[src/hw/rename_pkg.sv]
// shared rename types; sizes fixed at 32 arch regs, 64 tags, 8 checkpoint slots
`default_nettype none

package rename_pkg;

  // machine sizes
  localparam int num_arch = 32;
  localparam int num_phys = 64;
  localparam int num_ckpt = 8;

  // architectural register index
  typedef logic [4:0] arch_idx_t;
  // physical register tag
  typedef logic [5:0] phys_tag_t;
  // checkpoint slot index
  typedef logic [2:0] ckpt_idx_t;

  // one map slot, tag plus ready
  typedef struct packed {
    phys_tag_t tag;
    logic      ready;
  } map_entry_t;

  // whole map, indexed by arch reg
  typedef map_entry_t [num_arch-1:0] map_t;

  // queue pointer, msb is the wrap bit
  typedef logic [6:0] free_ptr_t;

  // free list starts with tags 32..63 queued
  localparam free_ptr_t free_init_head = '0;
  localparam free_ptr_t free_init_tail = free_ptr_t'(num_phys - num_arch);

  // arch reg i sits on tag i, ready
  function automatic map_t reset_map();
    map_t m;
    for (int i = 0; i < num_arch; i++) begin
      m[i] = '{tag: phys_tag_t'(i), ready: 1'b1};
    end
    return m;
  endfunction

  // queue slot i holds tag i+32 at reset; upper half wraps and is never read
  function automatic phys_tag_t free_reset_tag(int i);
    return phys_tag_t'(i + num_arch);
  endfunction

endpackage

`default_nettype wire

[src/hw/map_port_if.sv]
// controller to map table link; lookups are combinational, write commits on the edge
`timescale 1ns/10ps
`default_nettype none

interface map_port_if import rename_pkg::*; ();

  // request side
  arch_idx_t  src_a;
  arch_idx_t  src_b;
  arch_idx_t  dest;
  phys_tag_t  new_tag;
  logic       write;
  logic       ckpt_save;
  ckpt_idx_t  ckpt_slot;

  // lookup results
  map_entry_t src_a_entry;
  map_entry_t src_b_entry;
  phys_tag_t  told;

  // rename controller end
  modport ctrl (
    output src_a, src_b, dest, new_tag, write, ckpt_save, ckpt_slot,
    input  src_a_entry, src_b_entry, told
  );

  // map table end
  modport tbl (
    input  src_a, src_b, dest, new_tag, write, ckpt_save, ckpt_slot,
    output src_a_entry, src_b_entry, told
  );

endinterface

`default_nettype wire

[src/hw/map_table.sv]
// map table; arch reg 0 is forced to tag 0 ready, rollback wins over a same-cycle commit
`timescale 1ns/10ps
`default_nettype none

module map_table import rename_pkg::*; (
  input  logic      clock,
  input  logic      reset,
  map_port_if.tbl   port,
  input  logic      complete_valid,
  input  phys_tag_t complete_tag,
  input  logic      rollback_valid,
  input  ckpt_idx_t rollback_slot
);

  // live map and saved copies
  map_t       map_q;
  map_t       ckpt_q [num_ckpt];

  // map with this cycle's completion folded in
  map_t       map_woken;
  // map for the next edge
  map_t       map_next;

  // told comes from the map before any write
  map_entry_t told_entry;

  // snapshot form, every tag treated as ready
  function automatic map_t set_all_ready(map_t m);
    map_t r;
    r = m;
    for (int i = 0; i < num_arch; i++) begin
      r[i].ready = 1'b1;
    end
    return r;
  endfunction

  // single lookup with the r0 hardwire
  function automatic map_entry_t read_entry(map_t m, arch_idx_t r);
    map_entry_t e;
    e = m[r];
    if (r == '0) begin
      e = '{tag: '0, ready: 1'b1};
    end
    return e;
  endfunction

  // completion wake-up
  // every entry holding the completed tag goes ready
  always_comb begin
    map_woken = map_q;
    if (complete_valid) begin
      for (int i = 0; i < num_arch; i++) begin
        if (map_q[i].tag == complete_tag) begin
          map_woken[i].ready = 1'b1;
        end
      end
    end
  end

  // source lookups bypass the completion on this edge
  assign port.src_a_entry = read_entry(map_woken, port.src_a);
  assign port.src_b_entry = read_entry(map_woken, port.src_b);

  // old mapping of the destination
  assign told_entry = read_entry(map_q, port.dest);
  assign port.told  = told_entry.tag;

  // next-state map
  always_comb begin
    if (rollback_valid) begin
      // restore the saved map as a whole
      map_next = ckpt_q[rollback_slot];
    end else begin
      map_next = map_woken;
      // new tag starts not ready; r0 is never remapped
      if (port.write && port.dest != '0) begin
        map_next[port.dest] = '{tag: port.new_tag, ready: 1'b0};
      end
    end
  end

  always_ff @(posedge clock) begin
    if (reset) begin
      map_q <= reset_map();
      for (int s = 0; s < num_ckpt; s++) begin
        ckpt_q[s] <= reset_map();
      end
    end else begin
      map_q <= map_next;
      // checkpoint holds the post-write map, all ready
      if (port.ckpt_save && !rollback_valid) begin
        ckpt_q[port.ckpt_slot] <= set_all_ready(map_next);
      end
    end
  end

endmodule

`default_nettype wire

[src/hw/free_list.sv]
// free tag queue; push into a full queue and pop of an empty one are not guarded
`timescale 1ns/10ps
`default_nettype none

module free_list import rename_pkg::*; (
  input  logic      clock,
  input  logic      reset,
  input  logic      pop,
  output phys_tag_t head_tag,
  output logic      empty,
  input  logic      push,
  input  phys_tag_t push_tag,
  input  logic      ckpt_save,
  input  ckpt_idx_t ckpt_slot,
  input  logic      rollback_valid,
  input  ckpt_idx_t rollback_slot
);

  localparam int idx_w = $bits(phys_tag_t);

  // tag storage, indexed by pointer low bits
  phys_tag_t mem [num_phys];

  // head and tail, wrap bit on top
  free_ptr_t head_q;
  free_ptr_t tail_q;
  free_ptr_t head_next;

  // saved head per checkpoint slot
  free_ptr_t ckpt_head [num_ckpt];

  // same index and same wrap means nothing queued
  assign empty    = (head_q == tail_q);
  assign head_tag = mem[head_q[idx_w-1:0]];

  // head after this cycle's pop
  assign head_next = pop ? head_q + 1'b1 : head_q;

  always_ff @(posedge clock) begin
    if (reset) begin
      head_q <= free_init_head;
      tail_q <= free_init_tail;
      for (int i = 0; i < num_phys; i++) begin
        mem[i] <= free_reset_tag(i);
      end
      for (int s = 0; s < num_ckpt; s++) begin
        ckpt_head[s] <= free_init_head;
      end
    end else begin
      // retired tags enter at the tail
      if (push) begin
        mem[tail_q[idx_w-1:0]] <= push_tag;
        tail_q                 <= tail_q + 1'b1;
      end
      // rollback rewinds the head
      // speculative tags past it become free again
      if (rollback_valid) begin
        head_q <= ckpt_head[rollback_slot];
      end else begin
        head_q <= head_next;
        if (ckpt_save) begin
          ckpt_head[ckpt_slot] <= head_next;
        end
      end
    end
  end

endmodule

`default_nettype wire

[src/hw/rename_ctrl.sv]
// rename handshake; one rename in flight, acceptance stalls only on an empty free list
`timescale 1ns/10ps
`default_nettype none

module rename_ctrl import rename_pkg::*; (
  input  logic      clock,
  input  logic      reset,
  input  logic      req,
  input  arch_idx_t src_a,
  input  arch_idx_t src_b,
  input  arch_idx_t dest,
  input  logic      ckpt_save,
  input  ckpt_idx_t ckpt_slot,
  input  logic      rollback_valid,
  map_port_if.ctrl  map,
  input  phys_tag_t head_tag,
  input  logic      empty,
  output logic      pop,
  output logic      ack,
  output phys_tag_t t1,
  output phys_tag_t t2,
  output phys_tag_t told,
  output phys_tag_t new_tag,
  output logic      t1_ready,
  output logic      t2_ready
);

  // four-phase state
  typedef enum logic {
    st_idle,
    st_done
  } state_t;

  state_t state_q;
  logic   accept;
  logic   dest_zero;

  // r0 destination needs no free tag
  assign dest_zero = (dest == '0);

  // take the rename on this edge
  // rollback blocks it for one cycle
  assign accept = req && (state_q == st_idle) && !rollback_valid &&
                  (!empty || dest_zero);

  // request fields straight to the map
  assign map.src_a     = src_a;
  assign map.src_b     = src_b;
  assign map.dest      = dest;
  assign map.new_tag   = dest_zero ? '0 : head_tag;
  assign map.write     = accept;
  assign map.ckpt_save = accept && ckpt_save;
  assign map.ckpt_slot = ckpt_slot;

  // no allocation for r0
  assign pop = accept && !dest_zero;

  assign ack = (state_q == st_done);

  always_ff @(posedge clock) begin
    if (reset) begin
      state_q <= st_idle;
    end else if (accept) begin
      state_q <= st_done;
    end else if (state_q == st_done && !req) begin
      // requester has let go, close the handshake
      state_q <= st_idle;
    end
  end

  // response held for the whole ack phase
  always_ff @(posedge clock) begin
    if (accept) begin
      t1       <= map.src_a_entry.tag;
      t1_ready <= map.src_a_entry.ready;
      t2       <= map.src_b_entry.tag;
      t2_ready <= map.src_b_entry.ready;
      told     <= map.told;
      new_tag  <= map.new_tag;
    end
  end

endmodule

`default_nettype wire

[src/hw/rename_top.sv]
// rename stage top; inputs are sampled on the rising clock, response valid while ack
`timescale 1ns/10ps
`default_nettype none

module rename_top import rename_pkg::*; (
  input  logic      clock,
  input  logic      reset,
  // rename request
  input  logic      req,
  input  arch_idx_t src_a,
  input  arch_idx_t src_b,
  input  arch_idx_t dest,
  input  logic      ckpt_save,
  input  ckpt_idx_t ckpt_slot,
  // rename response
  output logic      ack,
  output phys_tag_t t1,
  output logic      t1_ready,
  output phys_tag_t t2,
  output logic      t2_ready,
  output phys_tag_t told,
  output phys_tag_t new_tag,
  // completion bus
  input  logic      complete_valid,
  input  phys_tag_t complete_tag,
  // retirement
  input  logic      retire_valid,
  input  phys_tag_t retire_tag,
  // rollback
  input  logic      rollback_valid,
  input  ckpt_idx_t rollback_slot
);

  map_port_if map_if ();

  // free list handshake
  phys_tag_t head_tag;
  logic      empty;
  logic      pop;

  map_table u_map_table (
    .clock          (clock),
    .reset          (reset),
    .port           (map_if.tbl),
    .complete_valid (complete_valid),
    .complete_tag   (complete_tag),
    .rollback_valid (rollback_valid),
    .rollback_slot  (rollback_slot)
  );

  // checkpoint strobe is the gated one from the controller
  free_list u_free_list (
    .clock          (clock),
    .reset          (reset),
    .pop            (pop),
    .head_tag       (head_tag),
    .empty          (empty),
    .push           (retire_valid),
    .push_tag       (retire_tag),
    .ckpt_save      (map_if.ckpt_save),
    .ckpt_slot      (map_if.ckpt_slot),
    .rollback_valid (rollback_valid),
    .rollback_slot  (rollback_slot)
  );

  rename_ctrl u_rename_ctrl (
    .clock          (clock),
    .reset          (reset),
    .req            (req),
    .src_a          (src_a),
    .src_b          (src_b),
    .dest           (dest),
    .ckpt_save      (ckpt_save),
    .ckpt_slot      (ckpt_slot),
    .rollback_valid (rollback_valid),
    .map            (map_if.ctrl),
    .head_tag       (head_tag),
    .empty          (empty),
    .pop            (pop),
    .ack            (ack),
    .t1             (t1),
    .t2             (t2),
    .told           (told),
    .new_tag        (new_tag),
    .t1_ready       (t1_ready),
    .t2_ready       (t2_ready)
  );

endmodule

`default_nettype wire

[config.mk]
export PLATFORM = sky130hd
export DESIGN_NAME = rename_top
export DESIGN_NICKNAME = d
export VERILOG_FILES = /design/src/hw/rename_pkg.sv /design/src/hw/map_port_if.sv /design/src/hw/map_table.sv /design/src/hw/free_list.sv /design/src/hw/rename_ctrl.sv /design/src/hw/rename_top.sv
export SDC_FILE = /design/constraint.sdc
export NUM_CORES = 2
export LEC_CHECK = 0
export BUFFER_PORTS_ARGS = -buffer_cell sky130_fd_sc_hd__buf_2
export CAP_MARGIN = 15
export CORE_ASPECT_RATIO = 0.7
export CORE_UTILIZATION = 58
export DETAILED_ROUTE_END_ITERATION = 7
export PLACE_DENSITY = 0.89
export SETUP_SLACK_MARGIN = 0.1
export SLEW_MARGIN = 30
export SYNTH_ARGS = -nofsm -noshare
export SYNTH_HDL_FRONTEND = slang
export SYNTH_HIERARCHICAL = 1
export SYNTH_SLANG_ARGS = --single-unit
export TNS_END_PERCENT = 30
[constraint.sdc]
create_clock -name clock -period 7.91 [get_ports clock]
set_input_delay 1.1865 -clock clock [delete_from_list [all_inputs] [get_ports clock]]
set_output_delay 1.1865 -clock clock [all_outputs]
set_load 0.1 [all_outputs]
==> impl_metrics.json <==
{
  "yosys.area_share.adder_pct": 0.0241,
  "rrSetupSlack_ns": 2.74,
  "synth_fp_nets": 7508,
  "dr.max_layer_used": "met5",
  "synth_compound_area_share_pct": 3.06,
  "synthMuxAreaShare_pct": 18.4,
  "chipHeight_um": 356,
  "nets": 7296,
  "grt_overflow": 0,
  "worst_pin_slew_ns": 1.11,
  "cts_buffer_depth": 3,
  "core-area_mm2": 0.177,
  "dieArea_mm2": 0.181,
  "fill_cells": 11600,
  "start_util_pct": 58.6,
  "crit_family": "buffers and inverters",
  "gp_congestion": 0.980,
  "holdBufCountCts": 0,
  "io_buffers": 66,
  "cts_tree": "built",
  "path_buf_inv": 2,
  "cts-root-buf": "clkbuf_16",
  "path_cells": "buf_4 -> mux2i_1 -> a221oi_1 -> o21ai_0 -> a221oi_1 -> a41o_1 -> and2_2 -> buf_4 -> mux2_2 -> o21ai_2 -> nor2_1",
  "via_count": 68100,
  "drt_iter0_drc": 11700,
  "crit_type": "reg2reg",
  "wirelength_um": 300000,
  "grt_pass1_wl_um": 440000,
  "ir_drop_uv": 262,
  "async_flop_share_pct": 0,
  "cp.arrival_ns": 5.87,
  "finalInstanceArea_mm2": 0.113,
  "drtPass1Iterations": 8,
  "area_growth_pct": 8.42,
  "ys.flop_type": "edfxtp_1",
  "hp-class": "reg2reg",
  "route.met3.wl_um": 50900,
  "critical_path_required_ns": 8.61,
  "crit_slowest_cell": "buf_4",
  "rsz0062_at_grt": "no",
  "drc_errors": 1,
  "crit_fanout": 62,
  "setup_violations": 0,
  "routed-wl-met2_um": 133000,
  "ys_ff_latch": 2241,
  "fmax_mhz": 193,
  "power_density_mw_per_mm2": 223,
  "yosys.cell_types.count": 68,
  "power_leakage_uw": 0.0345,
  "synthCells": 7466,
  "synthSimpleGateAreaFrac_pct": 11.7,
  "htreeDepth": 4,
  "critPathLaunchType": "flop",
  "antenna_found_initial": 30,
  "synthXorXnorAreaFrac_pct": 1.76,
  "postCtsSetupRepairBufs": 0,
  "placementRows": 129,
  "slowest_delay_ns": 0.91,
  "drive_gt1_share_pct": 21.1,
  "period_share_pct": 65.4,
  "finalClockSkew_ns": 0.0776,
  "ios": 67,
  "met1_length_um": 101000,
  "violations": "design-rule violations",
  "final_cell_mix": "2,002 x edfxtp_1, 1,219 x nor2_1, 1,029 x nand2_1",
  "cts_buffers": 196,
  "placed_cell_area_mm2": 0.106,
  "avgRoutedWirePerCell_um": 30.6,
  "grt_start_max_net_pins": 149,
  "post_drt_via_cell_ratio": 6.94,
  "cp-end-kind": "flop",
  "max_slew_margin_pct": 26.1,
  "avgSynthCellArea_um2": 13.9,
  "die_w_um": 508,
  "synth-edff-count": 2002,
  "grt_pass1_vias": 67800,
  "antenna_left": 0,
  "clock_latency_ns": 0.87,
  "yosysWarnings": 6,
  "hold_viol": 0,
  "clkSinkCount": 2241,
  "drv_cap": 0,
  "dp_hpwl_um": 177000,
  "track_usage_pct": 33.1,
  "synth_top_family_by_area": "multiplexers",
  "post-route-min-period_ns": 5.17,
  "tns_ns": 0,
  "cts_resized": 0,
  "netlist_area_mm2": 0.104,
  "seq_area_frac_synth_pct": 62.4,
  "drv_slew": 0,
  "clk_pin_slew_ns": 0.07,
  "status": "finished, violations left",
  "layout_commonest_cell": "edfxtp_1"
}
==> flip-flops by register name, summed over array words and instances (netlist names), 6 cells and up <==
register	cells
u_free_list/mem	384
u_free_list/head_q	7
u_map_table/ckpt_q	1536
u_rename_ctrl/new_tag	6
u_rename_ctrl/told	6
u_free_list/ckpt_head	56
u_rename_ctrl/t1	6
u_free_list/tail_q	7
u_rename_ctrl/t2	6
u_map_table/map_q	224
==> path summary, 6_finish.rpt <==
| check | from | to | cells after the start |
|---|---|---|---|
| min | u_map_table/map_q[0] | u_map_table/map_q[0] | 2 |
| min reg2reg | u_map_table/map_q[0] | u_map_table/map_q[0] | 2 |
| max | u_free_list/head_q[1] | u_map_table/ckpt_q[0][175] | 11 |
| max reg2reg | u_free_list/head_q[1] | u_map_table/ckpt_q[0][175] | 11 |
==> report_power, final <==
| part | internal (µW) | switching, µW |
|---|---|---|
| clock network | 5100 | 4440 |
| logic | 715 | 1530 |
| registers | 13100 | 215 |
| total | 18900 | 6180 |
==> Yosys cell counts, drive strengths merged, types with 2 or more instances <==
| cell | number | share of area [%] |
|---|---|---|
| a31oi | 14 | 0.084 |
| nor2b | 24 | 0.14 |
| a22oi | 35 | 0.25 |
| a221oi | 18 | 0.15 |
| clkinv | 3 | 0.011 |
| or3 | 67 | 0.40 |
| buf | 208 | 1.1 |
| nand4 | 11 | 0.066 |
| a21oi | 28 | 0.13 |
| inv | 26 | 0.094 |
| nand2 | 1037 | 3.8 |
| nor3b | 3 | 0.026 |
| or2 | 74 | 0.45 |
| and3b | 2 | 0.017 |
| ha | 2 | 0.024 |
| xor2 | 165 | 1.4 |
| a211oi | 12 | 0.091 |
| nand3 | 33 | 0.17 |
| o21ai | 240 | 1.8 |
| and3 | 10 | 0.060 |
| nor2 | 1238 | 4.5 |
| nor3 | 157 | 0.77 |
| and2 | 74 | 0.45 |
| a32oi | 3 | 0.025 |
| mux2 | 194 | 2.1 |
| dfxtp | 239 | 4.6 |
| xnor2 | 44 | 0.37 |
| mux2i | 267 | 2.6 |
| edfxtp | 2002 | 58 |
| o21bai | 2 | 0.014 |
| o221ai | 3 | 0.025 |
| a22o | 2 | 0.017 |
| a2111oi | 3 | 0.037 |
| a41oi | 26 | 0.22 |
| o22ai | 12 | 0.072 |
| nand2b | 110 | 0.66 |
| and4 | 2 | 0.017 |
| clkbuf | 403 | 1.5 |
| or3b | 3 | 0.025 |
| nor4 | 7 | 0.048 |
| a41o | 10 | 0.096 |
| nand3b | 11 | 0.079 |
| mux4 | 635 | 14 |
| nor4b | 3 | 0.040 |
==> through the flow <==
stage | hold WS, ns | std cells | utilization, % | setup WS (ns) | total power (µW)
2_1_floorplan | 0.399 | 7466 | - | 0.331 | 15000
3_3_place_gp | 0.458 | 9409 | 59.9 | 2.37 | 15600
3_5_place_dp | 0.458 | 9412 | 59.9 | 2.21 | 15700
4_1_cts | 0.474 | 9782 | 63.5 | 2.91 | 25000
5_1_grt | 0.519 | 9795 | 63.6 | 2.49 | 25600
6_report | 0.498 | 9799 | 63.6 | 2.74 | 25100
==> tightest hold or removal path, stage by stage (launching register included) <==
cell and delay [ns]:
dfxtp_1 0.32, nor2_1 0.09, nand2_1 0.06
==> cell type report <==
cell class | instances | area [µm²] | share of cell area, %
Antenna cell | 15 | 37.5 | 0.0333
Clock buffer | 289 | 5510 | 4.88
Clock inverter | 81 | 830 | 0.736
Inverter | 29 | 109 | 0.0965
Multi-Input combinational cell | 4585 | 36600 | 32.4
Sequential cell | 2241 | 64900 | 57.6
Tap cell | 2358 | 2950 | 2.62
Timing Repair Buffer | 201 | 1830 | 1.62
==> kinds of logic after synthesis <==
| family | Yosys count |
|---|---|
| flops | 2241 |
| fa+ha+maj | 2 |
| buf+inv | 640 |
| simple gates | 2867 |
| xor+xnor | 209 |
| compound gates | 411 |
| mux | 1096 |
==> routing by layer <==
layer	vias up	track usage, %
li1	27100	-
met1	33400	44.4
met2	6432	48.8
met3	1105	11.2
met4	22	16.2
met5	-	0
Note: power is estimated with default switching activity, not from simulation.
